$ cat config.mk
export PLATFORM = sky130hd
export DESIGN_NAME = uart_phy
export DESIGN_NICKNAME = d
export VERILOG_FILES = /design/src/uart_dbg_pkg.sv /design/src/uart_phy.sv
export VERILOG_INCLUDE_DIRS = /design/src
export SDC_FILE = /design/constraint.sdc
export NUM_CORES = 1
export LEC_CHECK = 0
export ABC_CLOCK_PERIOD_IN_PS = 1750
export BUFFER_PORTS_ARGS = -buffer_cell sky130_fd_sc_hd__buf_2
export CORE_ASPECT_RATIO = 0.9
export CORE_UTILIZATION = 45
export DETAILED_ROUTE_END_ITERATION = 16
export PLACE_DENSITY = 0.72
export SETUP_SLACK_MARGIN = 0.1
export SLEW_MARGIN = 25
export SYNTH_ARGS = -nofsm -noshare
export SYNTH_HDL_FRONTEND = slang
export SYNTH_SLANG_ARGS = --single-unit
$ cat constraint.sdc
create_clock -name clk -period 1.75 [get_ports clk]
set_input_delay 0.0875 -clock clk [delete_from_list [all_inputs] [get_ports clk]]
set_output_delay 0.0875 -clock clk [all_outputs]
set_load 0.05 [all_outputs]
$ cat src/uart_dbg_soc_macros.svh
`ifndef UART_DBG_SOC_MACROS_SVH
`define UART_DBG_SOC_MACROS_SVH

//////////////////////////////////////////////////
// Serial line timing
//////////////////////////////////////////////////

// Clock cycles per UART bit
`define UDS_CLKS_PER_BIT 16

//////////////////////////////////////////////////
// Bus and memory sizes
//////////////////////////////////////////////////

// SRAM word address bits, 256 words
`define UDS_MEM_AW 8
`define UDS_DW 32

//////////////////////////////////////////////////
// Debug protocol bytes
//////////////////////////////////////////////////

`define UDS_CMD_READ  8'h11
`define UDS_CMD_WRITE 8'h12
`define UDS_ACK       8'h06
`define UDS_EOT       8'h04

// Bytes per address or length field
`define UDS_FIELD_BYTES 8

`endif
$ cat src/uart_dbg_pkg.sv
`include "uart_dbg_soc_macros.svh"

package uart_dbg_pkg;

  typedef logic [7:0] byte_t;

  // Byte address, word address plus lane
  typedef logic [`UDS_MEM_AW+1:0] dbg_addr_t;

  // Remaining bytes, upper length bytes are dropped
  typedef logic [15:0] dbg_len_t;

  // Debug engine states
  typedef enum logic [3:0] {
    ST_IDLE,
    ST_ADDR,
    ST_LEN,
    ST_ACK,
    ST_WR_WAIT,
    ST_WR_BUS,
    ST_RD_BUS,
    ST_RD_SEND,
    ST_EOT
  } dbg_state_e;

endpackage

$ cat src/uart_phy.sv
`timescale 1ns/1ps
`include "uart_dbg_soc_macros.svh"

module uart_phy import uart_dbg_pkg::*; (
  input  logic  clk,
  input  logic  rst_n_i,
  input  logic  uart_rx_i,
  output logic  uart_tx_o,
  output logic  rx_valid_o,
  output byte_t rx_byte_o,
  input  logic  tx_valid_i,
  input  byte_t tx_byte_i,
  output logic  tx_ready_o
);

  localparam int unsigned CNT_W = $clog2(`UDS_CLKS_PER_BIT);
  localparam logic [CNT_W-1:0] BIT_LAST  = CNT_W'(`UDS_CLKS_PER_BIT - 1);
  localparam logic [CNT_W-1:0] HALF_LAST = CNT_W'(`UDS_CLKS_PER_BIT / 2 - 1);

  //////////////////////////////////////////////////
  // Receiver
  //////////////////////////////////////////////////

  // Two sync stages plus one for edge detection
  logic [2:0]       rx_sync_q;
  logic             rx_busy_q;
  logic [CNT_W-1:0] rx_cnt_q;
  logic [3:0]       rx_idx_q;
  byte_t            rx_shift_q;
  logic             rx_line;
  logic             rx_start;
  logic             rx_sample;

  assign rx_line   = rx_sync_q[1];
  assign rx_start  = rx_sync_q[2] & ~rx_sync_q[1];
  assign rx_sample = rx_busy_q && rx_cnt_q == '0;

  always_ff @(posedge clk) begin
    if (!rst_n_i) begin
      rx_sync_q  <= '1;
      rx_busy_q  <= 1'b0;
      rx_cnt_q   <= '0;
      rx_idx_q   <= '0;
      rx_valid_o <= 1'b0;
    end else begin
      rx_sync_q  <= {rx_sync_q[1:0], uart_rx_i};
      rx_valid_o <= 1'b0;
      if (!rx_busy_q) begin
        // First sample lands in the middle of the start bit
        if (rx_start) begin
          rx_busy_q <= 1'b1;
          rx_cnt_q  <= HALF_LAST;
          rx_idx_q  <= '0;
        end
      end else if (!rx_sample) begin
        rx_cnt_q <= rx_cnt_q - 1'b1;
      end else begin
        rx_cnt_q <= BIT_LAST;
        rx_idx_q <= rx_idx_q + 1'b1;
        if (rx_idx_q == 4'd0 && rx_line) begin
          // Glitch, not a real start bit
          rx_busy_q <= 1'b0;
        end else if (rx_idx_q == 4'd9) begin
          rx_busy_q  <= 1'b0;
          rx_valid_o <= rx_line;
        end
      end
    end
  end

  // Data bits arrive LSB first
  always_ff @(posedge clk) begin
    if (rx_sample && rx_idx_q >= 4'd1 && rx_idx_q <= 4'd8) begin
      rx_shift_q <= {rx_line, rx_shift_q[7:1]};
    end
  end

  assign rx_byte_o = rx_shift_q;

  //////////////////////////////////////////////////
  // Transmitter
  //////////////////////////////////////////////////

  // Stop, data and start bit, shifted out from bit 0
  logic [9:0]       tx_frame_q;
  logic             tx_busy_q;
  logic [CNT_W-1:0] tx_cnt_q;
  logic [3:0]       tx_idx_q;

  always_ff @(posedge clk) begin
    if (!rst_n_i) begin
      tx_frame_q <= '1;
      tx_busy_q  <= 1'b0;
      tx_cnt_q   <= '0;
      tx_idx_q   <= '0;
    end else if (!tx_busy_q) begin
      if (tx_valid_i) begin
        tx_frame_q <= {1'b1, tx_byte_i, 1'b0};
        tx_busy_q  <= 1'b1;
        tx_cnt_q   <= BIT_LAST;
        tx_idx_q   <= '0;
      end
    end else if (tx_cnt_q != '0) begin
      tx_cnt_q <= tx_cnt_q - 1'b1;
    end else begin
      tx_cnt_q   <= BIT_LAST;
      tx_frame_q <= {1'b1, tx_frame_q[9:1]};
      tx_idx_q   <= tx_idx_q + 1'b1;
      if (tx_idx_q == 4'd9) tx_busy_q <= 1'b0;
    end
  end

  assign uart_tx_o  = tx_frame_q[0];
  assign tx_ready_o = ~tx_busy_q;

endmodule

==> metrics.md <==
| Metric | Value |
|---|---|
| Result of the run | finished clean |
| Total of fill cells in the finished design | between 300 and 400 |
| Drt initial violations | between 50 and 60 |
| Reg-to-reg slack, setup | approximately 210 ps |
| Via density per instance | 5.34 |
| # nets final | about 230 |
| Master cell of the clock root buffer | sky130_fd_sc_hd__clkbuf_8 |
| Sequential fraction of the synthesis area | 49.2% |
| Clock Sinks | 39 |
| Period Utilization, post-route | 87.8% |
| Total global routing track utilization | a little under a fifth |
| Final count of negative-setup-slack endpoints | 0 |
| Global route total overflow | 0 |
| Count of buffers from port buffering | 22 |
| Worst-case reg-to-reg path depth | 5 |
| Kind of start point of the critical path | register |
| Area of the die | about 4100 µm² |
| Global placement routability congestion | 0.735 |
| Net Sw Frac | 25.7% |
| Crit-path max FO | 6 |
| Placement-stage worst setup slack | 133 ps |
| Overall die width | 67.7 µm |
| Number of violations of the max-capacitance limit | 0 |
| Overall via count from detail_route | about 1400 |
| Synth unique cells | 39 |
| Relative contribution of sequential cells to total power | around 56% |
| Placed Instance Area | ~1900 µm² |
| Detailed placement HPWL | ~2200 µm |
| Setup WS post-layout | approximately 210 ps |
| RSZ-0062 raised after global routing | yes |
| TritonCTS buffer count | 5 |
| Worst slew pin tran | 383 ps |
| Antenna violations before repair | 0 |
| Height of the chip | about 61 µm |
| Worst-path clk slew | approximately 70 ps |
| Cell taking the most area after synthesis | sky130_fd_sc_hd__dfxtp_1 |
| Synth area leaders | sky130_fd_sc_hd__dfxtp_1, sky130_fd_sc_hd__edfxtp_1, sky130_fd_sc_hd__ha_1, sky130_fd_sc_hd__nor3_1, sky130_fd_sc_hd__a221oi_1 |
| Final Hold Fails | 0 |
| Post-synthesis register bit count | 39 |
| Count of nets left with antenna violations after detail routing | 0 |
| Number of cells traversed by the worst hold path | 3 |
| Maximum clock skew at final layout | 5.02 ps |
| Maximum clock insertion buffer count | 2 |
| Core area | between 3000 and 4000 µm² |
| Synth async-reset ratio | 0% |
| Ports | 23 |
| Starting density of the core | between 40% and 50% |
| Netlist Area Pre-Place | 1750 µm² |
| Most used DFF post-synth | sky130_fd_sc_hd__dfxtp_1 |
| Maximum number of pins on one net before global-route repair | 23 |
| Power per Cell Area | just under 900 nW/µm² |
| Type of element capturing the critical path | register |
| EDFF count, synth | 8 |
| Gate Count Post-Synth | 181 |
| Signal arrival time at the worst endpoint | roughly 1800 ps |
| Routed wire per std cell | 12.8 µm |
| Initial DRT Pass Iterations | 4 |
| Minimum clock period after layout | about 1500 ps |
| Internal power component | 1.33 mW |
| Worst Path Class, Setup | register to register |
| Avg Inst Size Synth | ~9.7 µm² |
| Final core area utilization | about 55% |
| Post-route DRC | 0 |
| Wire length of the first global-routing pass | 5440 µm |
| Worst Hold Margin | roughly 56 ps |
| Maximum level of the CTS H-tree | 2 |
| Maximum clock frequency | around 650 MHz |
| Setup Total Neg Slack | 0 ps |
| HP Class | input pin to register |
| Layout overhead on the synthesized area | 16.2% |
| Top cell type's share of synthesized area | between 30% and 40% |
| Power share of the clock group | between 30% and 40% |
| Data required time of the worst path | about 2000 ps |
| Synthesized netlist net count | 201 |
| Count of antenna diodes in the layout | 0 |
| Peak supply drop | approximately 0.00055 V |
| Tightest slew margin relative to the limit | between 70% and 80% |
| TritonCTS clock tree | built |
| Worst-skew pair later-pin latency | a little under 300 ps |
| Number of warning messages in the yosys log | 0 |
| Leakage power figure | ~0.79 nW |
| Total wire length after detailed routing | approximately 3300 µm |
| Final design area excluding fillers | roughly 2000 µm² |
| # rows | 21 |
| Pins over their slew limit | 0 |
| Fraction of layout cells with a size suffix above 1 | a little over a fifth |
| Vias in the first global route | between 1000 and 1500 |
| Combinational share of power | 13.5% |
| Post-CTS Repair Setup Buffers | 0 |
| Switch Pwr | between 0.4 and 0.5 mW |
[cell families after synthesis]
kind of cell / after synthesis / synth area share [%]
muxes: 1 / 0.573
and+or+nand+nor: 67 / 21.9
buffers and inverters: 22 / 5.30
adders and majority gates: 8 / 5.73
DFF: 39 / 49.2
AOI/OAI and AO/OA: 44 / 17.3
[path summary, 6_finish.rpt]
check,start,endpoint
setup / recovery,rx_cnt_q[0],rx_idx_q[2]
hold / removal,tx_byte_i[7],tx_frame_q[8]
setup reg to reg,rx_cnt_q[0],rx_idx_q[2]
hold reg to reg,rx_sync_q[0],rx_sync_q[1]
[state kept, by name, indices dropped and copies added, names as in the netlist]
signal      cells
rx_idx_q        4
rx_byte_o       8
rx_sync_q       3
tx_busy_q       1
rx_busy_q       1
tx_idx_q        4
tx_frame_q      9
rx_cnt_q        4
rx_valid_o      1
tx_cnt_q        4
[placed cells by master (no fill, tap or decap), types with 4 or more instances in the layout]
master	instances
sky130_fd_sc_hd__dfxtp_1	30
sky130_fd_sc_hd__buf_2	22
sky130_fd_sc_hd__nor3_1	13
sky130_fd_sc_hd__nand2_1	12
sky130_fd_sc_hd__inv_1	11
sky130_fd_sc_hd__o21ai_1	9
sky130_fd_sc_hd__buf_4	9
sky130_fd_sc_hd__ha_1	8
sky130_fd_sc_hd__edfxtp_1	8
sky130_fd_sc_hd__nand2b_1	7
sky130_fd_sc_hd__and2_1	7
sky130_fd_sc_hd__a221oi_1	7
sky130_fd_sc_hd__a21oi_1	6
sky130_fd_sc_hd__nor2_1	6
sky130_fd_sc_hd__a211oi_1	5
sky130_fd_sc_hd__clkbuf_8	5
sky130_fd_sc_hd__nand3_1	4
[synth_stat cells (2+ instances only)]
cell type / n
sky130_fd_sc_hd__o21ai_0: 3
sky130_fd_sc_hd__o22ai_1: 2
sky130_fd_sc_hd__nor2b_1: 3
sky130_fd_sc_hd__ha_1: 8
sky130_fd_sc_hd__clkbuf_1: 5
sky130_fd_sc_hd__a221oi_1: 7
sky130_fd_sc_hd__o21ai_1: 9
sky130_fd_sc_hd__nand4_1: 2
sky130_fd_sc_hd__and2_1: 7
sky130_fd_sc_hd__nand2_1: 12
sky130_fd_sc_hd__edfxtp_1: 8
sky130_fd_sc_hd__inv_1: 11
sky130_fd_sc_hd__nand4bb_1: 2
sky130_fd_sc_hd__dfxtp_1: 31
sky130_fd_sc_hd__o31ai_1: 2
sky130_fd_sc_hd__a21oi_1: 6
sky130_fd_sc_hd__nor3_1: 13
sky130_fd_sc_hd__or3_1: 3
sky130_fd_sc_hd__a311oi_1: 3
sky130_fd_sc_hd__buf_2: 5
sky130_fd_sc_hd__nand3_1: 4
sky130_fd_sc_hd__a211oi_1: 6
sky130_fd_sc_hd__nand2b_1: 7
sky130_fd_sc_hd__or3b_1: 2
sky130_fd_sc_hd__nor2_1: 6
[routing by layer]
metal | track usage, % | up-vias | wire length (µm)
met2 | 28.4 | 27 | 1420
met1 | 22.7 | 614 | 1630
met3 | 5.00 | 8 | 132
li1 | - | 712 | -
met5 | 0 | - | 0
met4 | 10.0 | 0 | 78
[repair_timing]
| item | 4_1_cts | 5_1_grt |
|---|---|---|
| hold endpoints to repair | 1 | 0 |
| hold buffers | 1 | 0 |
| resized for setup | 0 | 3 |
| setup endpoints to repair | 0 | 12 |
[through the flow]
step / std cells / power [mW]
floorplan: 181 / 1.19
global placement: 247 / 1.25
detailed placement: 247 / 1.25
CTS: 255 / 1.81
global route: 255 / 1.88
finish: 255 / 1.79
[layout make-up]
class / instances / area [µm²] / share of cell area (%)
Sequential cell: 39 / 862 / 42.5
Inverter: 11 / 41.3 / 2.03
Clock inverter: 2 / 8.76 / 0.431
Multi-Input combinational cell: 120 / 805 / 39.6
Timing Repair Buffer: 32 / 188 / 9.24
Clock buffer: 5 / 68.8 / 3.39
Tap cell: 46 / 57.6 / 2.83
[power by group through the flow]
| stage | clock, mW | combinational, mW | sequential, mW |
|---|---|---|---|
| final | 0.553 | 0.242 | 0.996 |
| after global routing | 0.603 | 0.273 | 1.00 |
| after CTS | 0.575 | 0.241 | 0.994 |
| after detailed placement | 0 | 0.236 | 1.01 |
| after global placement | 0 | 0.234 | 1.01 |
| after floorplan | 0 | 0.171 | 1.01 |
[worst max-delay path, stage by stage, from the launching register on]
cell and delay, ps:
sky130_fd_sc_hd__dfxtp_1 350, sky130_fd_sc_hd__inv_1 90, sky130_fd_sc_hd__ha_1 200, sky130_fd_sc_hd__nand4bb_2 200, sky130_fd_sc_hd__or3b_2 480, sky130_fd_sc_hd__a31oi_1 160
Note: power is estimated with default switching activity, not from simulation.
