File: src/uart_dbg_soc_macros.svh
`ifndef UART_DBG_SOC_MACROS_SVH
`define UART_DBG_SOC_MACROS_SVH

//////////////////////////////////////////////////
// Serial line timing
//////////////////////////////////////////////////

// Clock cycles per UART bit
`define UDS_CLKS_PER_BIT 16

//////////////////////////////////////////////////
// Bus and memory sizes
//////////////////////////////////////////////////

// SRAM word address bits, 256 words
`define UDS_MEM_AW 8
`define UDS_DW 32

//////////////////////////////////////////////////
// Debug protocol bytes
//////////////////////////////////////////////////

`define UDS_CMD_READ  8'h11
`define UDS_CMD_WRITE 8'h12
`define UDS_ACK       8'h06
`define UDS_EOT       8'h04

// Bytes per address or length field
`define UDS_FIELD_BYTES 8

`endif
File: src/uart_dbg_pkg.sv
`include "uart_dbg_soc_macros.svh"

package uart_dbg_pkg;

  typedef logic [7:0] byte_t;

  // Byte address, word address plus lane
  typedef logic [`UDS_MEM_AW+1:0] dbg_addr_t;

  // Remaining bytes, upper length bytes are dropped
  typedef logic [15:0] dbg_len_t;

  // Debug engine states
  typedef enum logic [3:0] {
    ST_IDLE,
    ST_ADDR,
    ST_LEN,
    ST_ACK,
    ST_WR_WAIT,
    ST_WR_BUS,
    ST_RD_BUS,
    ST_RD_SEND,
    ST_EOT
  } dbg_state_e;

endpackage

File: src/wb_pkg.sv
`include "uart_dbg_soc_macros.svh"

package wb_pkg;

  // Word address into the SRAM
  typedef logic [`UDS_MEM_AW-1:0] wb_adr_t;
  typedef logic [`UDS_DW-1:0]     wb_dat_t;
  // One enable per byte lane
  typedef logic [`UDS_DW/8-1:0]   wb_sel_t;

  // Master to slave
  typedef struct packed {
    logic    cyc;
    logic    stb;
    logic    we;
    wb_adr_t adr;
    wb_sel_t sel;
    wb_dat_t dat;
  } wb_req_t;

  // Slave to master
  typedef struct packed {
    logic    ack;
    wb_dat_t dat;
  } wb_rsp_t;

endpackage

File: src/uart_dbg_engine.sv
`timescale 1ns/1ps
`include "uart_dbg_soc_macros.svh"

module uart_dbg_engine import wb_pkg::*; import uart_dbg_pkg::*; (
  input  logic    clk,
  input  logic    rst_n_i,
  input  logic    rx_valid_i,
  input  byte_t   rx_byte_i,
  output logic    tx_valid_o,
  output byte_t   tx_byte_o,
  input  logic    tx_ready_i,
  output wb_req_t wb_req_o,
  input  wb_rsp_t wb_rsp_i
);

  localparam int unsigned FCNT_W = $clog2(`UDS_FIELD_BYTES);
  localparam logic [FCNT_W-1:0] FIELD_LAST = FCNT_W'(`UDS_FIELD_BYTES - 1);

  dbg_state_e        state_q;
  byte_t             cmd_q;
  logic [FCNT_W-1:0] field_cnt_q;
  dbg_addr_t         addr_q;
  dbg_len_t          len_q;
  byte_t             data_q;
  logic [1:0]        lane;
  logic              last_byte;

  assign lane      = addr_q[1:0];
  assign last_byte = len_q == dbg_len_t'(1);

  //////////////////////////////////////////////////
  // Command FSM
  //////////////////////////////////////////////////

  always_ff @(posedge clk) begin
    if (!rst_n_i) begin
      state_q     <= ST_IDLE;
      cmd_q       <= '0;
      field_cnt_q <= '0;
      addr_q      <= '0;
      len_q       <= '0;
    end else begin
      unique case (state_q)
        ST_IDLE: begin
          if (rx_valid_i && rx_byte_i == `UDS_ACK) begin
            cmd_q   <= rx_byte_i;
            state_q <= ST_ACK;
          end else if (rx_valid_i &&
                       (rx_byte_i == `UDS_CMD_READ || rx_byte_i == `UDS_CMD_WRITE)) begin
            cmd_q       <= rx_byte_i;
            addr_q      <= '0;
            len_q       <= '0;
            field_cnt_q <= '0;
            state_q     <= ST_ADDR;
          end
        end
        // Little endian, bytes beyond the decoded width fall off
        ST_ADDR: begin
          if (rx_valid_i) begin
            addr_q      <= addr_q | (dbg_addr_t'(rx_byte_i) << (8 * field_cnt_q));
            field_cnt_q <= field_cnt_q + 1'b1;
            if (field_cnt_q == FIELD_LAST) state_q <= ST_LEN;
          end
        end
        ST_LEN: begin
          if (rx_valid_i) begin
            len_q       <= len_q | (dbg_len_t'(rx_byte_i) << (8 * field_cnt_q));
            field_cnt_q <= field_cnt_q + 1'b1;
            if (field_cnt_q == FIELD_LAST) state_q <= ST_ACK;
          end
        end
        ST_ACK: begin
          if (tx_ready_i) begin
            if (cmd_q == `UDS_ACK) state_q <= ST_IDLE;
            else if (len_q == '0) state_q <= ST_EOT;
            else if (cmd_q == `UDS_CMD_WRITE) state_q <= ST_WR_WAIT;
            else state_q <= ST_RD_BUS;
          end
        end
        ST_WR_WAIT: begin
          if (rx_valid_i) state_q <= ST_WR_BUS;
        end
        ST_WR_BUS: begin
          if (wb_rsp_i.ack) begin
            addr_q  <= addr_q + 1'b1;
            len_q   <= len_q - 1'b1;
            state_q <= last_byte ? ST_EOT : ST_WR_WAIT;
          end
        end
        ST_RD_BUS: begin
          if (wb_rsp_i.ack) state_q <= ST_RD_SEND;
        end
        ST_RD_SEND: begin
          if (tx_ready_i) begin
            addr_q  <= addr_q + 1'b1;
            len_q   <= len_q - 1'b1;
            state_q <= last_byte ? ST_EOT : ST_RD_BUS;
          end
        end
        ST_EOT: begin
          if (tx_ready_i) state_q <= ST_IDLE;
        end
        default: state_q <= ST_IDLE;
      endcase
    end
  end

  // Byte to write, or byte picked from the returned word
  always_ff @(posedge clk) begin
    if (state_q == ST_WR_WAIT && rx_valid_i) begin
      data_q <= rx_byte_i;
    end else if (state_q == ST_RD_BUS && wb_rsp_i.ack) begin
      data_q <= wb_rsp_i.dat[8*lane +: 8];
    end
  end

  //////////////////////////////////////////////////
  // Outputs
  //////////////////////////////////////////////////

  always_comb begin
    tx_valid_o = 1'b0;
    tx_byte_o  = data_q;
    unique case (state_q)
      ST_ACK: begin
        tx_valid_o = 1'b1;
        tx_byte_o  = `UDS_ACK;
      end
      ST_RD_SEND: tx_valid_o = 1'b1;
      ST_EOT: begin
        tx_valid_o = 1'b1;
        tx_byte_o  = `UDS_EOT;
      end
      default: tx_valid_o = 1'b0;
    endcase
  end

  // Single byte lane per access, data replicated on all lanes
  always_comb begin
    wb_req_o     = '0;
    wb_req_o.cyc = state_q == ST_WR_BUS || state_q == ST_RD_BUS;
    wb_req_o.stb = wb_req_o.cyc;
    wb_req_o.we  = state_q == ST_WR_BUS;
    wb_req_o.adr = addr_q[`UDS_MEM_AW+1:2];
    wb_req_o.sel = wb_sel_t'(1) << lane;
    wb_req_o.dat = {(`UDS_DW/8){data_q}};
  end

endmodule

File: config.mk
export PLATFORM = sky130hd
export DESIGN_NAME = uart_dbg_engine
export DESIGN_NICKNAME = d
export VERILOG_FILES = /design/src/uart_dbg_pkg.sv /design/src/wb_pkg.sv /design/src/uart_dbg_engine.sv
export VERILOG_INCLUDE_DIRS = /design/src
export SDC_FILE = /design/constraint.sdc
export NUM_CORES = 1
export LEC_CHECK = 0
export BUFFER_PORTS_ARGS = -buffer_cell sky130_fd_sc_hd__buf_2
export CAP_MARGIN = 20
export CORE_MARGIN = 2
export CORE_UTILIZATION = 50
export DETAILED_ROUTE_END_ITERATION = 8
export GPL_ROUTABILITY_DRIVEN = 0
export MAX_ROUTING_LAYER = met4
export PLACE_DENSITY = 0.82
export SKIP_CTS_REPAIR_TIMING = 1
export SYNTH_ARGS = -nofsm -noshare
export SYNTH_HDL_FRONTEND = slang
export SYNTH_SLANG_ARGS = --single-unit
File: constraint.sdc
create_clock -name clk -period 2.4 [get_ports clk]
set_input_delay 0.48 -clock clk [delete_from_list [all_inputs] [get_ports clk]]
set_output_delay 0.48 -clock clk [all_outputs]
set_load 0.03 [all_outputs]
==> flow_summary.toml, run 1 <==
[detailed_routing]
drc_errors = 0
drtAntennaViolNets = 0
vias_per_cell = 6.153
totalWireLength_um = 10650
vias = 3778
drtIter0Drc = 337
firstDrtPassIters = 5
topRoutingLayerUsed = "met4"
wl_per_cell_um = 17.35
routed-wl-met2_um = 4892
met1_length_um = 4204
met3_length_um = 1217

[logic_synthesis]
async_flop_share_pct = 0
yosysSeqAreaShare_pct = 29.17
netlist_area_um2 = 3637
synth_top_area_cell = "dfxtp_1"
synthTopCellsByArea = "dfxtp_1 23%, buf_4 6.8%, edfxtp_1 6.6%"
synth.distinct_cells = 66
ys_ff_latch = 49
syn_inst = 436
synthMostInstantiatedCell = "dfxtp_1"
synth_top_cells_by_count = "41 x dfxtp_1, 37 x nand2_1, 36 x a21oi_1"
synth_top_area_share_pct = 22.57
yosysWarnings = 0
synth_edf_count = 8
synthFlopType = "dfxtp_1"
synth.avg_cell_area_um2 = 8.342
synth_fp_nets = 489

[placed_design]
dpl.hpwl_um = 8071
placed_area_um2 = 4149
port_buffers = 100
dp_slack_ps = 8.245

[global_routing]
antenna_found_initial = 0
grt_pass1_vias = 3504
grt_pass1_wl_um = 17240
grt_overflow_total = 0
track_usage_pct = 28.58
grt_max_degree = 24

[run_status]
status = "finished clean"

[worst_setup_path]
path_class = "reg -> out"
reg2reg_setup_slack_ps = 210
worstPathArrival_ps = 1800
crit_fanout = 11
critPathLaunchType = "register"
end_kind = "primary output"
cp.required_ps = 1920
reg2reg_from = "state_q[2]"
ff2ff_path_depth = 5
r2r_end = "len_q[15]"

[clocking]
cts_sinks = 49
h-tree-depth = 2
cts_tree = "done"
path_clk_slew_ps = 90
clk_latency_ps = 300
root_buffer = "clkbuf_8"
cts_max_path_buffers = 2
cts_buffers = 5

[worst_hold_path]
hold_end = "cmd_q[2]"
min-delay-start = "cmd_q[2]"
holdPathStages = 2
hold_path_class = "reg -> reg"

[finish]
fin_area_um2 = 4242
syn_to_final_growth_pct = 16.62
layout-drive-gt1-share_pct = 33.98
multi_input_area_um2 = 2181
diodes = 0
final_util_pct = 59.43
ff_latch_area_um2 = 1064
final_nets = 567
nFillCells = 665

[floorplanning]
die_area_um2 = 7973
start_util_pct = 50.96
die_h_um = 89.29
die_x_um = 89.29
row_count = 31
design.core.area_um2 = 7137
io_pins = 101

[timing]
setup_ws_ps = 120.1
min_period_over_period_pct = 94.99
finalHoldViolations = 0
period_needed_ps = 2280
worst_pin_slew_ps = 704.6
setup_viol = 0
clock_skew_ps = 7.752
fmax_ghz = 0.4386
maxSlewHeadroom_pct = 51.81
rsz0062_at_grt = "no"
drv_slew = 0

[run]
max-cap-violations = 0

[pwr]
powerDensity_nw_per_um2 = 499.5
power.leakage_nw = 1.829
irDropWorstVdd_uv = 286.0
-- per-stage QoR --
stage | hold WS [ps] | std cells | total power [W] | TNS (ps)
finish | 469.9 | 614 | 0.002119 | 0
global route | 485.3 | 614 | 0.002227 | 0
CTS | 469.6 | 614 | 0.002112 | -1144
detailed placement | 452.7 | 606 | 0.001638 | 0
global placement | 447.9 | 606 | 0.001620 | 0
floorplan | 436.8 | 436 | 0.001420 | 0
-- power by group --
part,internal [W],switching [W]
combinational,0.000294,0.000422
sequential,0.000869,0.0000509
clock,0.000207,0.000276
-- state kept, by name, summed over array words and instances, names as in the netlist --
| register | count |
|---|---|
| state_q | 4 |
| field_cnt_q | 3 |
| data_q | 8 |
| addr_q | 10 |
| cmd_q | 8 |
| len_q | 16 |
-- cell families (layout without fill, tap and decap cells) --
group	Yosys count	after routing	share of synthesized area [%]
AO/OA/AOI/OAI	117	117	21.60
flip-flops	49	49	29.17
AND/OR/NAND/NOR	157	157	23.84
buffers and inverters	73	152	11.04
multiplexers	24	24	9.666
XOR/XNOR	8	8	1.926
adder cells (fa/ha/maj)	8	8	2.752
-- worst max-delay path: stages (launching register included) --
cell,delay (ps)
dfxtp_2,470
nor2b_2,250
nand2_1,110
a21oi_2,310
or2_2,160
buf_2,180
-- worst max path at each step --
stage	startpoint	endpoint	slack, ps	depth (start not counted)
finish	state_q[1]	tx_byte_o[2]	120	5
global route	state_q[3]	tx_byte_o[1]	6	5
CTS	state_q[1]	tx_byte_o[2]	-250	5
detailed placement	rx_byte_i[7]	len_q[15]	8	7
global placement	rx_byte_i[7]	len_q[13]	50	8
floorplan	state_q[2]	wb_req_o[46]	200	5
-- metal layers --
layer	vias to the layer above	track usage (%)
met5	-	-
met3	35	6.833
met1	1746	35.35
met4	0	12.35
met2	243	44.51
li1	1754	-
-- cell type report --
cell class	instances	area share (%)
clock inverter	1	0.1770
clock buffer	7	1.799
timing repair buffer	133	17.64
sequential	49	25.07
tap	99	2.920
inverter	11	0.9735
multi-input combinational	314	51.42
-- cell usage in the layout, fill, tap and decap left out, drive strengths merged, types with 11 or more instances in the layout --
| cell | n |
|---|---|
| a21oi | 37 |
| buf | 133 |
| dfxtp | 41 |
| inv | 11 |
| nand2 | 37 |
| nand3 | 11 |
| nor2 | 28 |
| nor2b | 12 |
| nor3 | 15 |
| o21ai | 17 |
No activity file was read; power rests on OpenSTA's default activity.
==> run 2, diff against run 1 <==
--- a/config.mk
+++ b/config.mk
@@ -12,7 +12,6 @@
 export CORE_UTILIZATION = 50
 export DETAILED_ROUTE_END_ITERATION = 8
 export GPL_ROUTABILITY_DRIVEN = 0
-export MAX_ROUTING_LAYER = met4
 export PLACE_DENSITY = 0.82
 export SKIP_CTS_REPAIR_TIMING = 1
 export SYNTH_ARGS = -nofsm -noshare
==> flow_summary.toml, run 2 (synthesis results as in run 1) <==
[clocking]
cts_sinks = 49
clk_latency_ps = 300
h-tree-depth = 2
root_buffer = "clkbuf_8"
cts_max_path_buffers = 2
cts_buffers = 5
cts_tree = "done"
path_clk_slew_ps = 90

[timing]
period_needed_ps = 2275
fmax_ghz = 0.4397
drv_slew = 0
worst_pin_slew_ps = 692.8
min_period_over_period_pct = 94.77
setup_ws_ps = 125.5
finalHoldViolations = 0
clock_skew_ps = 7.324
setup_viol = 0
maxSlewHeadroom_pct = 52.62
rsz0062_at_grt = "no"

[finish]
most-common-layout-cells = "100 x buf_2, 39 x dfxtp_1, 37 x nand2_1"
diodes = 0
final_common_cell = "buf_2"
final_util_pct = 59.43
syn_to_final_growth_pct = 16.62
layout-drive-gt1-share_pct = 33.98
final_cells = 614
fin_area_um2 = 4242
reg_top3 = "len_q: 16 flops, addr_q: 10 flops"
regMostFlops = "len_q"
final_nets = 567
largest_register_ffs = 16

[placed_design]
dp.cells = 606
port_buffers = 100
placed_area_um2 = 4149
dpl.hpwl_um = 8071
dp_slack_ps = 8.245

[pwr]
power.leakage_nw = 1.829
irDropWorstVdd_uv = 287.0
powerDensity_nw_per_um2 = 499.3

[worst_setup_path]
cp.required_ps = 1920
path_class = "reg -> out"
critPathLaunchType = "register"
worstPathArrival_ps = 1790
end_kind = "primary output"
crit_fanout = 11
reg2reg_setup_slack_ps = 220

[detailed_routing]
firstDrtPassIters = 5
wl_per_cell_um = 17.24
totalWireLength_um = 10580
drc_errors = 0
vias_per_cell = 6.164
vias = 3785
drtAntennaViolNets = 0
drtIter0Drc = 291

[worst_hold_path]
hold_path_class = "reg -> reg"

[floorplanning]
design.core.area_um2 = 7137
die_x_um = 89.29
io_pins = 101
row_count = 31
die_h_um = 89.29
die_area_um2 = 7973
start_util_pct = 50.96

[global_routing]
grt_pass1_vias = 3499
antenna_found_initial = 0
track_usage_pct = 27.70
grt_pass1_wl_um = 17230
grt_overflow_total = 0
grt_max_degree = 24

[run_status]
status = "finished clean"

[run]
max-cap-violations = 0
## run 2: cell counts in the layout (fill, tap and decap cells not counted)
Identical to the previous run, type by type.
## run 2: power breakdown
part / switching (W) / leakage [nW] / total [W] / internal [W]
Combinational: 0.000421 / 1.39 / 0.000715 / 0.000294
Clock: 0.000277 / 0.0385 / 0.000484 / 0.000207
Sequential: 0.0000505 / 0.404 / 0.000919 / 0.000869
Total: 0.000748 / 1.83 / 0.00212 / 0.00137
## run 2: final timing paths
| check | startpoint | to | cells past startpoint |
|---|---|---|---|
| max | state_q[1] | tx_byte_o[2] | 5 |
| min | cmd_q[2] | cmd_q[2] | 2 |
| max reg2reg | state_q[2] | len_q[15] | 5 |
| min reg2reg | cmd_q[2] | cmd_q[2] | 2 |
## run 2: through the flow
step                      total power (W)  hold slack [ps]  TNS, ps
after floorplan                  0.001420            436.8        0
after global placement           0.001620            447.9        0
after detailed placement         0.001638            452.7        0
after CTS                        0.002112            469.6    -1144
after global routing             0.002225            485.2        0
final                            0.002118            470.2        0
## run 2: layout make-up
type                       count  area [um^2]
clock buffer                   7        76.32
tap                           99        123.9
sequential                    49         1064
inverter                      11        41.29
fill                         665         2895
timing repair buffer         133        748.2
multi-input combinational    314         2181
clock inverter                 1        7.507
## run 2: per-layer routing
layer	global-route usage (%)	vias to the layer above	part of all wire (%)
met5	0	-	0
met4	12.21	0	3.1
met3	6.741	32	9.8
met2	44.44	226	46
met1	35.41	1772	41
li1	-	1755	-
## run 2: critical path, stage by stage, from the launching register on
cell     delay (ps)
dfxtp_2         470
nor2b_2         250
nand2_1         110
a21oi_2         310
or2_2           160
buf_2           180
==> run 3, diff against run 2 <==
==> constraint.sdc (replaced) <==
create_clock -name clk -period 2.4 [get_ports clk]
set_input_delay 0.36 -clock clk [delete_from_list [all_inputs] [get_ports clk]]
set_output_delay 0.36 -clock clk [all_outputs]
set_load 0.03 [all_outputs]
==> flow_summary.toml, run 3 (synthesis results as in run 1) <==
[clocking]
cts_buffers = 5
h-tree-depth = 2
clk_latency_ps = 300
cts_max_path_buffers = 2
cts_tree = "done"
cts_sinks = 49
path_clk_slew_ps = 100
root_buffer = "clkbuf_8"

[detailed_routing]
vias_per_cell = 6.331
vias = 3849
drtAntennaViolNets = 0
totalWireLength_um = 11000
wl_per_cell_um = 18.09
firstDrtPassIters = 7
drtIter0Drc = 374
drc_errors = 0

[timing]
finalHoldViolations = 0
rsz0062_at_grt = "no"
tns_ps = 0
setup_viol = 0
period_needed_ps = 2263
setup_ws_ps = 137.4
worst_pin_slew_ps = 755.5
clock_skew_ps = 9.822
maxSlewHeadroom_pct = 49.58
fmax_ghz = 0.4420
drv_slew = 0
min_period_over_period_pct = 94.28

[worst_hold_path]
min-delay-start = "tx_ready_i"
hold_path_class = "in -> reg"

[worst_setup_path]
crit_start = "state_q[2]"
worstPathArrival_ps = 2460
reg2reg_from = "state_q[2]"
crit_fanout = 18
critPathLaunchType = "register"
end_kind = "register"
cp.required_ps = 2600
path_class = "reg -> reg"

[global_routing]
grt_use_met2_pct = 46.60
grt_overflow_total = 0
grt_max_degree = 23
use_met3_pct = 7.295
grt_pass1_wl_um = 17430
antenna_found_initial = 0
busiest_layer = "met2"
met1_usage_pct = 35.65
grt_pass1_vias = 3583
track_usage_pct = 28.11

[pwr]
irDropWorstVdd_uv = 317.8
power.leakage_nw = 1.805
powerDensity_nw_per_um2 = 504.0

[finish]
syn_to_final_growth_pct = 15.31
final_util_pct = 58.77
final_nets = 561
largest_register_ffs = 16
most-common-layout-cells = "100 x buf_2, 40 x dfxtp_1, 37 x nand2_1"
layout-drive-gt1-share_pct = 33.01
final_common_cell = "buf_2"
nFillCells = 683
reg_top3 = "len_q: 16 flops, addr_q: 10 flops"
regMostFlops = "len_q"
diodes = 0

[floorplanning]
die_x_um = 89.29
row_count = 31
die_area_um2 = 7973
io_pins = 101
design.core.area_um2 = 7137
start_util_pct = 50.96
die_h_um = 89.29

[placed_design]
port_buffers = 100
dp_slack_ps = -16.48
dpl.hpwl_um = 8219

[run_status]
status = "finished clean"

[run]
max-cap-violations = 0
run 3: layout make-up:
type	instances	area (um^2)	area share, %
clock buffer	6	72.57	1.730
sequential	49	1062	25.33
timing repair buffer	127	703.2	16.77
multi-input combinational	314	2181	52.00
tap	99	123.9	2.953
clock inverter	2	10.01	0.2387
inverter	11	41.29	0.9845
run 3: report_power, final:
part | switching (W) | internal, W
registers | 0.0000497 | 0.000868
clock network | 0.000277 | 0.000203
logic | 0.000434 | 0.000282
total | 0.000761 | 0.00135
run 3: critical path: stages (launching register included):
cell     delay [ps]
dfxtp_1         490
or4b_2          760
o32ai_1         190
and3b_1         280
and4_1          220
a32o_1          220
run 3: layer usage:
metal / up-vias / wire (um)
met5: - / 0
met4: 0 / 225
met3: 22 / 1242
met2: 265 / 5188
met1: 1816 / 4339
li1: 1746 / -
run 3: path summary, 6_finish.rpt:
path / to / slack [ps] / cells past startpoint
setup reg to reg: state_q[1] / 140 / 5
hold / removal: state_q[3] / 390 / 3
setup / recovery: state_q[1] / 140 / 5
hold reg to reg: cmd_q[2] / 480 / 2
run 3: through the flow:
| stage | area [um^2] | std cells | hold WS [ps] | total power [W] |
|---|---|---|---|---|
| 4_1_cts | 4187 | 608 | 377.7 | 0.002096 |
| 3_3_place_gp | 4104 | 600 | 451.9 | 0.001610 |
| 5_1_grt | 4194 | 608 | 375.2 | 0.002213 |
| 2_1_floorplan | 3637 | 436 | 436.8 | 0.001420 |
| 3_5_place_dp | 4104 | 600 | 463.3 | 0.001630 |
| 6_report | 4194 | 608 | 386.4 | 0.002114 |
