`src/uart_dbg_soc_macros.svh`:
```
`ifndef UART_DBG_SOC_MACROS_SVH
`define UART_DBG_SOC_MACROS_SVH

//////////////////////////////////////////////////
// Serial line timing
//////////////////////////////////////////////////

// Clock cycles per UART bit
`define UDS_CLKS_PER_BIT 16

//////////////////////////////////////////////////
// Bus and memory sizes
//////////////////////////////////////////////////

// SRAM word address bits, 256 words
`define UDS_MEM_AW 8
`define UDS_DW 32

//////////////////////////////////////////////////
// Debug protocol bytes
//////////////////////////////////////////////////

`define UDS_CMD_READ  8'h11
`define UDS_CMD_WRITE 8'h12
`define UDS_ACK       8'h06
`define UDS_EOT       8'h04

// Bytes per address or length field
`define UDS_FIELD_BYTES 8

`endif
```
`src/wb_pkg.sv`:
```
`include "uart_dbg_soc_macros.svh"

package wb_pkg;

  // Word address into the SRAM
  typedef logic [`UDS_MEM_AW-1:0] wb_adr_t;
  typedef logic [`UDS_DW-1:0]     wb_dat_t;
  // One enable per byte lane
  typedef logic [`UDS_DW/8-1:0]   wb_sel_t;

  // Master to slave
  typedef struct packed {
    logic    cyc;
    logic    stb;
    logic    we;
    wb_adr_t adr;
    wb_sel_t sel;
    wb_dat_t dat;
  } wb_req_t;

  // Slave to master
  typedef struct packed {
    logic    ack;
    wb_dat_t dat;
  } wb_rsp_t;

endpackage

```
`src/wb_arbiter.sv`:
```
`timescale 1ns/1ps

module wb_arbiter import wb_pkg::*; (
  input  logic    clk,
  input  logic    rst_n_i,
  input  wb_req_t m0_req_i,
  output wb_rsp_t m0_rsp_o,
  input  wb_req_t m1_req_i,
  output wb_rsp_t m1_rsp_o,
  output wb_req_t s_req_o,
  input  wb_rsp_t s_rsp_i
);

  // Zero selects m0, one selects m1
  logic grant_q;
  logic grant_d;

  // Hand over only while the owner has no cycle open
  always_comb begin
    grant_d = grant_q;
    if (!grant_q && !m0_req_i.cyc && m1_req_i.cyc) grant_d = 1'b1;
    if (grant_q && !m1_req_i.cyc && m0_req_i.cyc) grant_d = 1'b0;
  end

  always_ff @(posedge clk) begin
    if (!rst_n_i) begin
      grant_q <= 1'b0;
    end else begin
      grant_q <= grant_d;
    end
  end

  assign s_req_o = grant_d ? m1_req_i : m0_req_i;

  // Losing master sees no ack and waits
  always_comb begin
    m0_rsp_o = '0;
    m1_rsp_o = '0;
    if (grant_d) begin
      m1_rsp_o = s_rsp_i;
    end else begin
      m0_rsp_o = s_rsp_i;
    end
  end

endmodule

```
`config.mk`:
```
export PLATFORM = sky130hd
export DESIGN_NAME = wb_arbiter
export DESIGN_NICKNAME = d
export VERILOG_FILES = /design/src/wb_pkg.sv /design/src/wb_arbiter.sv
export VERILOG_INCLUDE_DIRS = /design/src
export SDC_FILE = /design/constraint.sdc
export NUM_CORES = 1
export LEC_CHECK = 0
export ABC_CLOCK_PERIOD_IN_PS = 2750
export BUFFER_PORTS_ARGS = -buffer_cell sky130_fd_sc_hd__buf_4
export CAP_MARGIN = 20
export CELL_PAD_IN_SITES_DETAIL_PLACEMENT = 1
export CELL_PAD_IN_SITES_GLOBAL_PLACEMENT = 1
export CORE_AREA = 2 2 94 96
export DETAILED_ROUTE_END_ITERATION = 7
export DIE_AREA = 0 0 96 98
export GPL_TIMING_DRIVEN = 0
export PLACE_DENSITY_LB_ADDON = 0.3
export SETUP_SLACK_MARGIN = 0.15
export SLEW_MARGIN = 40
export SYNTH_ARGS = -nofsm -noshare
export SYNTH_HDL_FRONTEND = slang
export SYNTH_SLANG_ARGS = --single-unit
```
`constraint.sdc`:
```
create_clock -name clk -period 2.75 [get_ports clk]
set_input_delay 0.275 -clock clk [delete_from_list [all_inputs] [get_ports clk]]
set_output_delay 0.275 -clock clk [all_outputs]
set_load 0.02 [all_outputs]
```
==> metrics.cfg, run 1 <==
[synthesis]
yosys_warnings=0
syn-cell-area_um2=1060
synth_seq_cells=1
synth.largest_area_cell=mux2_2
ys_seq_area_share_pct=1.88
syn_nets=259
yosysUniqueCellTypes=13
syn-mean-instance-area_um2=8.17
netlist.area_leader.share_pct=45.6
synth.area.top_cells=mux2_2 (46%), and2_1 (20%), nor2b_1 (19%)
synthCells=130

[floorplan]
die_h_um=98
placementRows=34
ios=242
core-area_um2=8470
start_util_pct=12.5
die-area_um2=9410
die_w_um=96

[route]
num_vias=1893
route.detailed.drc=0
ant_nets=0
vias_per_cell=3.95
drt_iter0_drc=8
dr.pass1.iters=3
wl_um=6680
wl_per_cell_um=13.9

[placed_design]
place_ws_ns=0.919
gp_routability_congestion=0.703
placed_cell_area_um2=3010
portBuffers=241
hpwl_um=6000
place_inst=479

[grt]
grt_start_max_net_pins=11
grt_pass1_wl_um=9430
antenna_found_initial=0
grt_pass1_vias=1939
grt_overflow=0
grt_use_total_pct=12.3

[sta]
fin_ws_ns=0.936
rsz0062_at_grt=no
min_period_ns=1.81
min_period_over_period_pct=66.0
tightestPinTransition_ns=0.320
max_freq_ghz=0.551
setup_tns_ns=0
setup_viol=0
max_slew_margin_pct=78.7
fin_worst_skew_ns=0
hold_viol_final=0
slew_violations=0

[layout]
fin_area_um2=3010
n_fill_cell=1062
n_antenna_cell=0
layout-area-overhead-vs-synth_pct=183
regMostFlops=grant_q
multiInputGateArea_um2=960
regArea_um2=20.0
stdcell_count=479
drive_gt1_share_pct=80.3
largestRegisters=grant_q: 1 flops
largest_reg_flops=1
postLayoutCoreUtil_pct=35.5
fin_nets=502

[outcome]
run_status=complete, no violations

[hold_path]
min_to=grant_q$_SDFF_PN0_
min_from=rst_n_i
holdPathStages=2
min_path_type=primary input to flop

[setup_path]
path_max_fanout=10
regToRegSetupSlack_ns=1.44
end_kind=primary output
rr_worst_depth=5
critPathArrivalTime_ns=1.54
startpoint_type=primary input
crit_type=primary input to primary output
worstReg2RegEnd=grant_q$_SDFF_PN0_
r2r-start=grant_q$_SDFF_PN0_
worstPathRequired_ns=2.48

[power]
p_leak_nw=1.60
ir_worst_vdd_mv=0.0827
p_per_area_nw_per_um2=250

[cts]
postCtsResizedCells=0
cts_setup_buffers=0
clock_latency_ns=0
path_clk_slew_ns=0
ctsHoldBuffers=0

[job]
cap_violations=0

==> power breakdown <==
| part | switching (W) | total [W] | leakage, nW | internal (W) |
|---|---|---|---|---|
| registers | 0.000000395 | 0.0000162 | 0.00827 | 0.0000158 |
| logic | 0.000346 | 0.000734 | 1.59 | 0.000388 |
| clock network | 0 | 0 | 0 | 0 |
| total | 0.000347 | 0.000751 | 1.60 | 0.000404 |
==> stage by stage <==
stage                     power (W)  hold slack (ns)
after global routing       0.000799            0.515
final                      0.000751            0.489
after global placement     0.000752            0.486
after floorplan            0.000377            0.397
after detailed placement   0.000762            0.493
after CTS                  0.000764            0.493
==> layout make-up <==
type | instances | share of cell area, %
tap | 108 | 4.49
multi-input combinational | 117 | 31.9
buffer | 12 | 2.75
timing repair buffer | 241 | 60.2
sequential | 1 | 0.666
==> cells by family after synthesis <==
logic type	count (synthesis)	share of synthesized area [%]
and+or+nand+nor	70	40.8
DFF	1	1.88
muxes	46	48.8
buffers and inverters	12	7.77
AOI/OAI and AO/OA	1	0.825
==> critical path, stage by stage <==
cell     delay (ns)
buf_4          0.12
o21ai_2        0.29
buf_6          0.21
buf_6          0.15
mux2_1         0.33
buf_4          0.16
==> per-layer routing <==
layer,GRT usage [%],up-vias,wire [um],share of wire [%]
met5,0,-,0,0
met4,0.440,0,27,0.40
met3,3.78,2,949,14
met2,25.1,130,3630,54
met1,12.3,852,2070,31
li1,-,909,-,-
==> worst max-delay path by stage <==
stage,slack (ns),start,endpoint
final,0.94,m0_req_i[46],s_req_o[45]
after global routing,0.85,m0_req_i[46],s_req_o[45]
after CTS,0.91,m0_req_i[46],s_req_o[45]
after detailed placement,0.92,m0_req_i[46],s_req_o[44]
after global placement,0.92,m0_req_i[46],s_req_o[45]
after floorplan,1.25,grant_q$_SDFF_PN0_,s_req_o[43]
==> cell usage in the layout (no fill, tap or decap) <==
| master | count |
|---|---|
| and2_1 | 34 |
| buf_2 | 3 |
| buf_4 | 245 |
| buf_6 | 2 |
| clkbuf_2 | 3 |
| dfxtp_1 | 1 |
| mux2_1 | 3 |
| mux2_2 | 43 |
| nand2_1 | 1 |
| nor2_1 | 1 |
| nor2b_1 | 33 |
| o21ai_2 | 1 |
| or2_2 | 1 |
==> cells in the mapped netlist, drive strengths merged <==
| library cell | number |
|---|---|
| mux2 | 46 |
| and2 | 34 |
| nor2b | 33 |
| buf | 9 |
| clkbuf | 3 |
| dfxtp | 1 |
| nand2 | 1 |
| nor2 | 1 |
| o21ai | 1 |
| or2 | 1 |
(Power assumes the default switching activity.)
==> inputs of run 2 (changes only) <==
--- a/config.mk
+++ b/config.mk
@@ -6,14 +6,14 @@
 export SDC_FILE = /design/constraint.sdc
 export NUM_CORES = 1
 export LEC_CHECK = 0
-export ABC_CLOCK_PERIOD_IN_PS = 2750
+export ABC_AREA = 1
+export ABC_CLOCK_PERIOD_IN_PS = 1850
 export BUFFER_PORTS_ARGS = -buffer_cell sky130_fd_sc_hd__buf_4
 export CAP_MARGIN = 20
 export CELL_PAD_IN_SITES_DETAIL_PLACEMENT = 1
 export CELL_PAD_IN_SITES_GLOBAL_PLACEMENT = 1
-export CORE_AREA = 2 2 94 96
+export CORE_UTILIZATION = 12
 export DETAILED_ROUTE_END_ITERATION = 7
-export DIE_AREA = 0 0 96 98
 export GPL_TIMING_DRIVEN = 0
 export PLACE_DENSITY_LB_ADDON = 0.3
 export SETUP_SLACK_MARGIN = 0.15
==> constraint.sdc (replaced) <==
create_clock -name clk -period 1.85 [get_ports clk]
set_input_delay 0.185 -clock clk [delete_from_list [all_inputs] [get_ports clk]]
set_output_delay 0.185 -clock clk [all_outputs]
set_load 0.02 [all_outputs]
==> run 2 against run 1 <==
Final cell count increased by 35%. Synthesized cell count increased by 110%. Largest cell class unchanged. Highest routed layer unchanged. First-iteration DRC count increased to 5.3 times the previous value. Wire length increased by 25%. Core utilization decreased by 3.0 points.
==> metrics.cfg, run 2 <==
[sta]
tightestPinTransition_ns=0.236  ; -0.0844 ns
setup_tns_ns=0  ; unchanged
fin_worst_skew_ns=0  ; unchanged
setup_viol=0  ; unchanged
hold_viol_final=0  ; unchanged
max_freq_ghz=0.691
min_period_ns=1.45
max_slew_margin_pct=84.2  ; +5.6 points
rsz0062_at_grt=no
slew_violations=0  ; unchanged
fin_ws_ns=0.403  ; -0.533 ns
min_period_over_period_pct=78.2

[grt]
antenna_found_initial=0  ; unchanged
grt_pass1_wl_um=12000  ; +27%
grt_use_total_pct=13.9  ; +1.7 points
grt_pass1_vias=2517  ; +30%
grt_start_max_net_pins=11  ; unchanged
grt_overflow=0  ; unchanged

[placed_design]
placed_cell_area_um2=3210  ; +6.7%
gp_routability_congestion=0.772  ; +9.8%
place_ws_ns=0.315  ; -0.604 ns
place_inst=646  ; +35%
portBuffers=241  ; unchanged
hpwl_um=7110  ; +18%

[synthesis]
yosys-top-cells-count=nand2_1 (93), nand3_1 (46), inv_1 (37)
synthCells=272  ; +110%
synth.area.top_cells=nand2_1 (28%), nand3_1 (19%), a21oi_1 (13%)
yosys_warnings=0  ; unchanged
synth_edf_count=0  ; unchanged
ys_seq_area_share_pct=1.62  ; -0.26 points
syn-cell-area_um2=1230  ; +16%
yosysUniqueCellTypes=12  ; -1
yosysMostFrequentCell=nand2_1
syn_nets=401  ; +55%
async_flop_share_pct=0  ; unchanged
syn-mean-instance-area_um2=4.53  ; -45%
ys.flop_type=dfxtp_1
synth_seq_cells=1  ; unchanged
netlist.area_leader.share_pct=28.3  ; -17 points
synth.largest_area_cell=nand2_1

[layout]
largestRegisters=grant_q: 1 flops
final_common_cell=buf_4
stdcell_count=646  ; +35%
layout-area-overhead-vs-synth_pct=160
n_fill_cell=1327  ; +25%
multiInputGateArea_um2=901  ; -6.1%
n_antenna_cell=0  ; unchanged
drive_gt1_share_pct=52.2  ; -28 points
regMostFlops=grant_q
largest_reg_flops=1  ; unchanged
mostFrequentLayoutCells=buf_4 (242), nand2_1 (93), nand3_1 (46), inv_1 (37), nor2_1 (34)
fin_area_um2=3210  ; +6.7%
fin_nets=644  ; +28%
regArea_um2=20.0  ; unchanged

[cts]
path_clk_slew_ns=0  ; unchanged
postCtsResizedCells=0  ; unchanged
clock_latency_ns=0  ; unchanged
ctsHoldBuffers=0  ; unchanged
cts_setup_buffers=0  ; unchanged

[route]
dr.pass1.iters=4  ; +1
highest_layer=met4
wl_per_cell_um=12.9  ; -7.5%
wl_met1_um=3140  ; +52%
num_vias=2574  ; +36%
ant_nets=0  ; unchanged
wl_um=8330  ; +25%
dr_wl_met3_um=743  ; -22%
drt_iter0_drc=42  ; +34
vias_per_cell=3.98  ; +0.82%
met2_length_um=4400  ; +21%
route.detailed.drc=0  ; unchanged

[floorplan]
die-area_um2=10700  ; +14%
start_util_pct=12.5  ; -0.054 points
die_h_um=103  ; +5.4%
placementRows=36  ; +5.9%
core-area_um2=9860  ; +17%
die_w_um=103  ; +7.6%
ios=242  ; unchanged

[setup_path]
crit_type=flop to primary output
startpoint_type=flop
worstPathRequired_ns=1.66  ; -0.82 ns
rr_worst_depth=5  ; unchanged
worstReg2RegEnd=grant_q$_SDFF_PN0_
critPathArrivalTime_ns=1.26  ; -0.28 ns
r2r-start=grant_q$_SDFF_PN0_
end_kind=primary output
path_max_fanout=10  ; unchanged
regToRegSetupSlack_ns=0.75  ; -0.69 ns

[outcome]
run_status=complete, no violations

[power]
ir_worst_vdd_mv=0.102  ; +23%
p_per_area_nw_per_um2=359  ; +44%
p_leak_nw=2.03  ; +27%

[hold_path]
min_path_type=primary input to flop
min_to=grant_q$_SDFF_PN0_
holdPathStages=3  ; +1
min_from=rst_n_i

[job]
cap_violations=0  ; unchanged

[run 2: cell count changes after synthesis, moves of 34 or more]
cell	delta
nand2_1	+92
nand3_1	+46
mux2_2	-43
inv_1	+37
and2_1	-34
[run 2: worst max path at each step]
stage          cells after the start               start  slack [ns]          end
6_report                           6  grant_q$_SDFF_PN0_        0.40  m1_rsp_o[7]
5_1_grt                            6  grant_q$_SDFF_PN0_        0.23  m1_rsp_o[7]
4_1_cts                            6  grant_q$_SDFF_PN0_        0.31  m1_rsp_o[7]
3_5_place_dp                       6  grant_q$_SDFF_PN0_        0.32  m1_rsp_o[7]
3_3_place_gp                       6  grant_q$_SDFF_PN0_        0.30  m1_rsp_o[7]
2_1_floorplan                      5  grant_q$_SDFF_PN0_        0.64  m1_rsp_o[0]
[run 2: cell families (layout without fill, tap and decap cells)]
| group | Yosys count | count (layout) | synth area share, % |
|---|---|---|---|
| AO/OA/AOI/OAI | 34 | 34 | 13.8 |
| buffers and inverters | 61 | 302 | 25.3 |
| flip-flops | 1 | 1 | 1.62 |
| AND/OR/NAND/NOR | 176 | 176 | 59.3 |
[run 2: stage by stage]
step           util (%)  total power, W  hold WS (ns)
2_1_floorplan         -        0.000573         0.297
3_3_place_gp       32.5         0.00115         0.410
3_5_place_dp       32.5         0.00117         0.408
4_1_cts            32.5         0.00117         0.408
5_1_grt            32.5         0.00125         0.453
6_report           32.5         0.00115         0.404
[run 2: critical path, cell delays in order, from the launching register on]
cell	delay, ns
dfxtp_1	0.33
nand2_1	0.07
nand2_2	0.19
nand2_4	0.17
buf_6	0.18
nor2_1	0.13
buf_4	0.17
[run 2: per-layer routing]
metal | up-vias | GRT usage, %
met1 | 1123 | 15.8
met3 | 4 | 2.49
met4 | 0 | 0.650
met2 | 129 | 28.1
li1 | 1318 | -
met5 | - | 0
[run 2: area by class of cell]
cell class              count  area share, %
repair buffers            241           56.4
plain buffers              24           5.38
multi-input cells         210           28.1
flip-flops and latches      1          0.624
well taps                 133           5.19
inverters                  37           4.33
[run 2: power breakdown]
| part | switching, W | internal (W) | total (W) |
|---|---|---|---|
| registers | 0.000000977 | 0.0000233 | 0.0000243 |
| logic | 0.000600 | 0.000526 | 0.00113 |
| clock network | 0 | 0 | 0 |
| total | 0.000601 | 0.000549 | 0.00115 |
==> inputs of run 3 (changes only) <==
--- a/config.mk
+++ b/config.mk
@@ -7,12 +7,12 @@
 export NUM_CORES = 1
 export LEC_CHECK = 0
 export ABC_AREA = 1
-export ABC_CLOCK_PERIOD_IN_PS = 1850
+export ABC_CLOCK_PERIOD_IN_PS = 1200
 export BUFFER_PORTS_ARGS = -buffer_cell sky130_fd_sc_hd__buf_4
 export CAP_MARGIN = 20
 export CELL_PAD_IN_SITES_DETAIL_PLACEMENT = 1
 export CELL_PAD_IN_SITES_GLOBAL_PLACEMENT = 1
-export CORE_UTILIZATION = 12
+export CORE_UTILIZATION = 11
 export DETAILED_ROUTE_END_ITERATION = 7
 export GPL_TIMING_DRIVEN = 0
 export PLACE_DENSITY_LB_ADDON = 0.3
==> constraint.sdc (replaced) <==
create_clock -name clk -period 1.2 [get_ports clk]
set_input_delay 0.12 -clock clk [delete_from_list [all_inputs] [get_ports clk]]
set_output_delay 0.12 -clock clk [all_outputs]
set_load 0.02 [all_outputs]
==> run 3 against run 2 <==
The flow now finishes with violations (setup timing). Clock skew is the same. Critical path depth up 1. Core utilization increased by 2.8 points. Design area increased by 20%. Global-route usage rose by 0.17 points. First-iteration DRC count is 76% higher. Sequential share of layout area about the same. Final cell count up 2.0%. Die area is 8.9% higher.
==> metrics.cfg, run 3 (same netlist as run 2, synthesis figures left out) <==
[outcome]
run_status=finished, violations left
violations=setup timing

[setup_path]
slowest_delay_ns=0.35  ; +0.02 ns
cp_common_cell=nand2_8
critPathArrivalTime_ns=1.11  ; -0.15 ns
slowest_stage=dfxtp_4
path_cells=inv_4 > nand2_8 > nand2_8 > buf_8 > nand2_2 > nand2_1 > buf_6
end_kind=primary output
crit_type=flop to primary output
path_max_fanout=6  ; -4
worstPathRequired_ns=1.08  ; -0.58 ns
startpoint_type=flop

[grt]
grt_pass1_vias=2704  ; +7.4%
grt_start_max_net_pins=11  ; unchanged
grt_pass1_wl_um=13500  ; +12%
grt_use_total_pct=14.1  ; +0.17 points
antenna_found_initial=0  ; unchanged
grt_overflow=0  ; unchanged

[sta]
slew_violations=0  ; unchanged
min_period_ns=1.23
fin_ws_ns=-0.0301  ; -0.433 ns
setup_viol=34  ; +34
rsz0062_at_grt=yes
min_period_over_period_pct=103
max_slew_margin_pct=88.2  ; +4.0 points
hold_viol_final=0  ; unchanged
fin_worst_skew_ns=0  ; unchanged
max_freq_ghz=0.813
tightestPinTransition_ns=0.177  ; -0.0592 ns

[layout]
largestRegisters=grant_q: 1 flops
regMostFlops=grant_q
stdcell_count=659  ; +2.0%
mostFrequentLayoutCells=buf_4 (213), nand2_1 (57), buf_6 (49), nand3_1 (46), inv_1 (35)
fin_area_um2=3850  ; +20%
layout-area-overhead-vs-synth_pct=212
final_common_cell=buf_4
largest_reg_flops=1  ; unchanged
n_antenna_cell=0  ; unchanged
fin_nets=650  ; +0.93%
n_fill_cell=1399  ; +5.4%
postLayoutCoreUtil_pct=35.3  ; +2.8 points
drive_gt1_share_pct=65.1  ; +13 points

[floorplan]
die_w_um=108  ; +4.4%
core-area_um2=10900  ; +10%
start_util_pct=11.3  ; -1.2 points
placementRows=38  ; +5.6%
die_h_um=108  ; +4.4%
die-area_um2=11600  ; +8.9%
ios=242  ; unchanged

[placed_design]
place_ws_ns=-0.328  ; -0.643 ns
hpwl_um=7360  ; +3.5%
placed_cell_area_um2=3280  ; +2.3%
gp_routability_congestion=0.805  ; +4.4%
portBuffers=241  ; unchanged
place_inst=653  ; +1.1%

[route]
highest_layer=met4
dr_wl_met3_um=813  ; +9.4%
wl_per_cell_um=13.8  ; +7.2%
route.detailed.drc=0  ; unchanged
wl_met1_um=3430  ; +9.3%
ant_nets=0  ; unchanged
vias_per_cell=4.08  ; +2.5%
met2_length_um=4830  ; +9.9%
dr.pass1.iters=6  ; +2
drt_iter0_drc=74  ; +76%
num_vias=2692  ; +4.6%
wl_um=9110  ; +9.4%

[power]
p_per_area_nw_per_um2=550  ; +53%
switching_share_pct=50.7  ; -1.5 points
p_int_w=0.00104  ; +90%
ir_worst_vdd_mv=0.278  ; +170%
p_sw_w=0.00107  ; +79%
power_frac_clock_pct=0  ; unchanged
p_leak_nw=2.22  ; +9.1%
share_comb_of_total_power_pct=98.2  ; +0.3 points
pwr-share-seq_pct=1.8  ; -0.3 points

[cts]
ctsHoldBuffers=0  ; unchanged
path_clk_slew_ns=0  ; unchanged
clock_latency_ns=0  ; unchanged

[hold_path]
min_path_type=primary input to flop

[job]
cap_violations=0  ; unchanged

run 3: cell types whose count changed in the layout (fill, tap and decap cells not counted), sizes merged:
cell	previous run	this run
nand2	96	99
buf	265	267
clkbuf	0	1
clkinvlp	0	1
inv	37	36
run 3: final timing paths:
| check | end | slack (ns) | depth (start not counted) | start |
|---|---|---|---|---|
| max reg2reg | grant_q$_SDFF_PN0_ | 0.20 | 5 | grant_q$_SDFF_PN0_ |
| min reg2reg | grant_q$_SDFF_PN0_ | 0.91 | 5 | grant_q$_SDFF_PN0_ |
| min | grant_q$_SDFF_PN0_ | 0.37 | 3 | rst_n_i |
| max | s_req_o[25] | -0.03 | 7 | grant_q$_SDFF_PN0_ |
run 3: metrics by stage:
| stage | power [W] | hold WS, ns | TNS (ns) |
|---|---|---|---|
| final | 0.00212 | 0.371 | -0.336 |
| after global routing | 0.00226 | 0.388 | -6.24 |
| after CTS | 0.00202 | 0.356 | -2.93 |
| after detailed placement | 0.00183 | 0.366 | -25.63 |
| after global placement | 0.00181 | 0.363 | -25.04 |
| after floorplan | 0.000914 | 0.232 | 0 |
run 3: worst max-delay path: cells and delay by family (launching register included):
family        cells  cell delay, ns
flops             1            0.35
buf+inv           3            0.38
simple gates      4            0.38
run 3: power by group through the flow:
stage	clock network [W]	logic, W	registers [W]
after global routing	0	0.00222	0.0000395
after floorplan	0	0.000878	0.0000366
after CTS	0	0.00198	0.0000393
final	0	0.00208	0.0000391
after global placement	0	0.00177	0.0000379
after detailed placement	0	0.00179	0.0000380
run 3: repair_timing:
item	in CTS	in global routing
gates resized for setup	79	63
pin swaps	4	2
setup endpoints to repair	114	114
setup buffers	1	0
cloned	4	1
run 3: cell type report:
type | count | area [um2] | share of cell area [%]
well taps | 140 | 175 | 4.55
inverters | 37 | 145 | 3.77
flip-flops and latches | 1 | 23.8 | 0.618
plain buffers | 24 | 268 | 6.96
repair buffers | 244 | 2000 | 52.0
multi-input cells | 213 | 1230 | 32.1
run 3: per-layer routing:
metal / global-route usage, % / vias to the layer above
li1: - / 1342
met5: 0 / -
met4: 0.391 / 0
met2: 27.3 / 132
met3: 3.15 / 2
met1: 16.4 / 1216
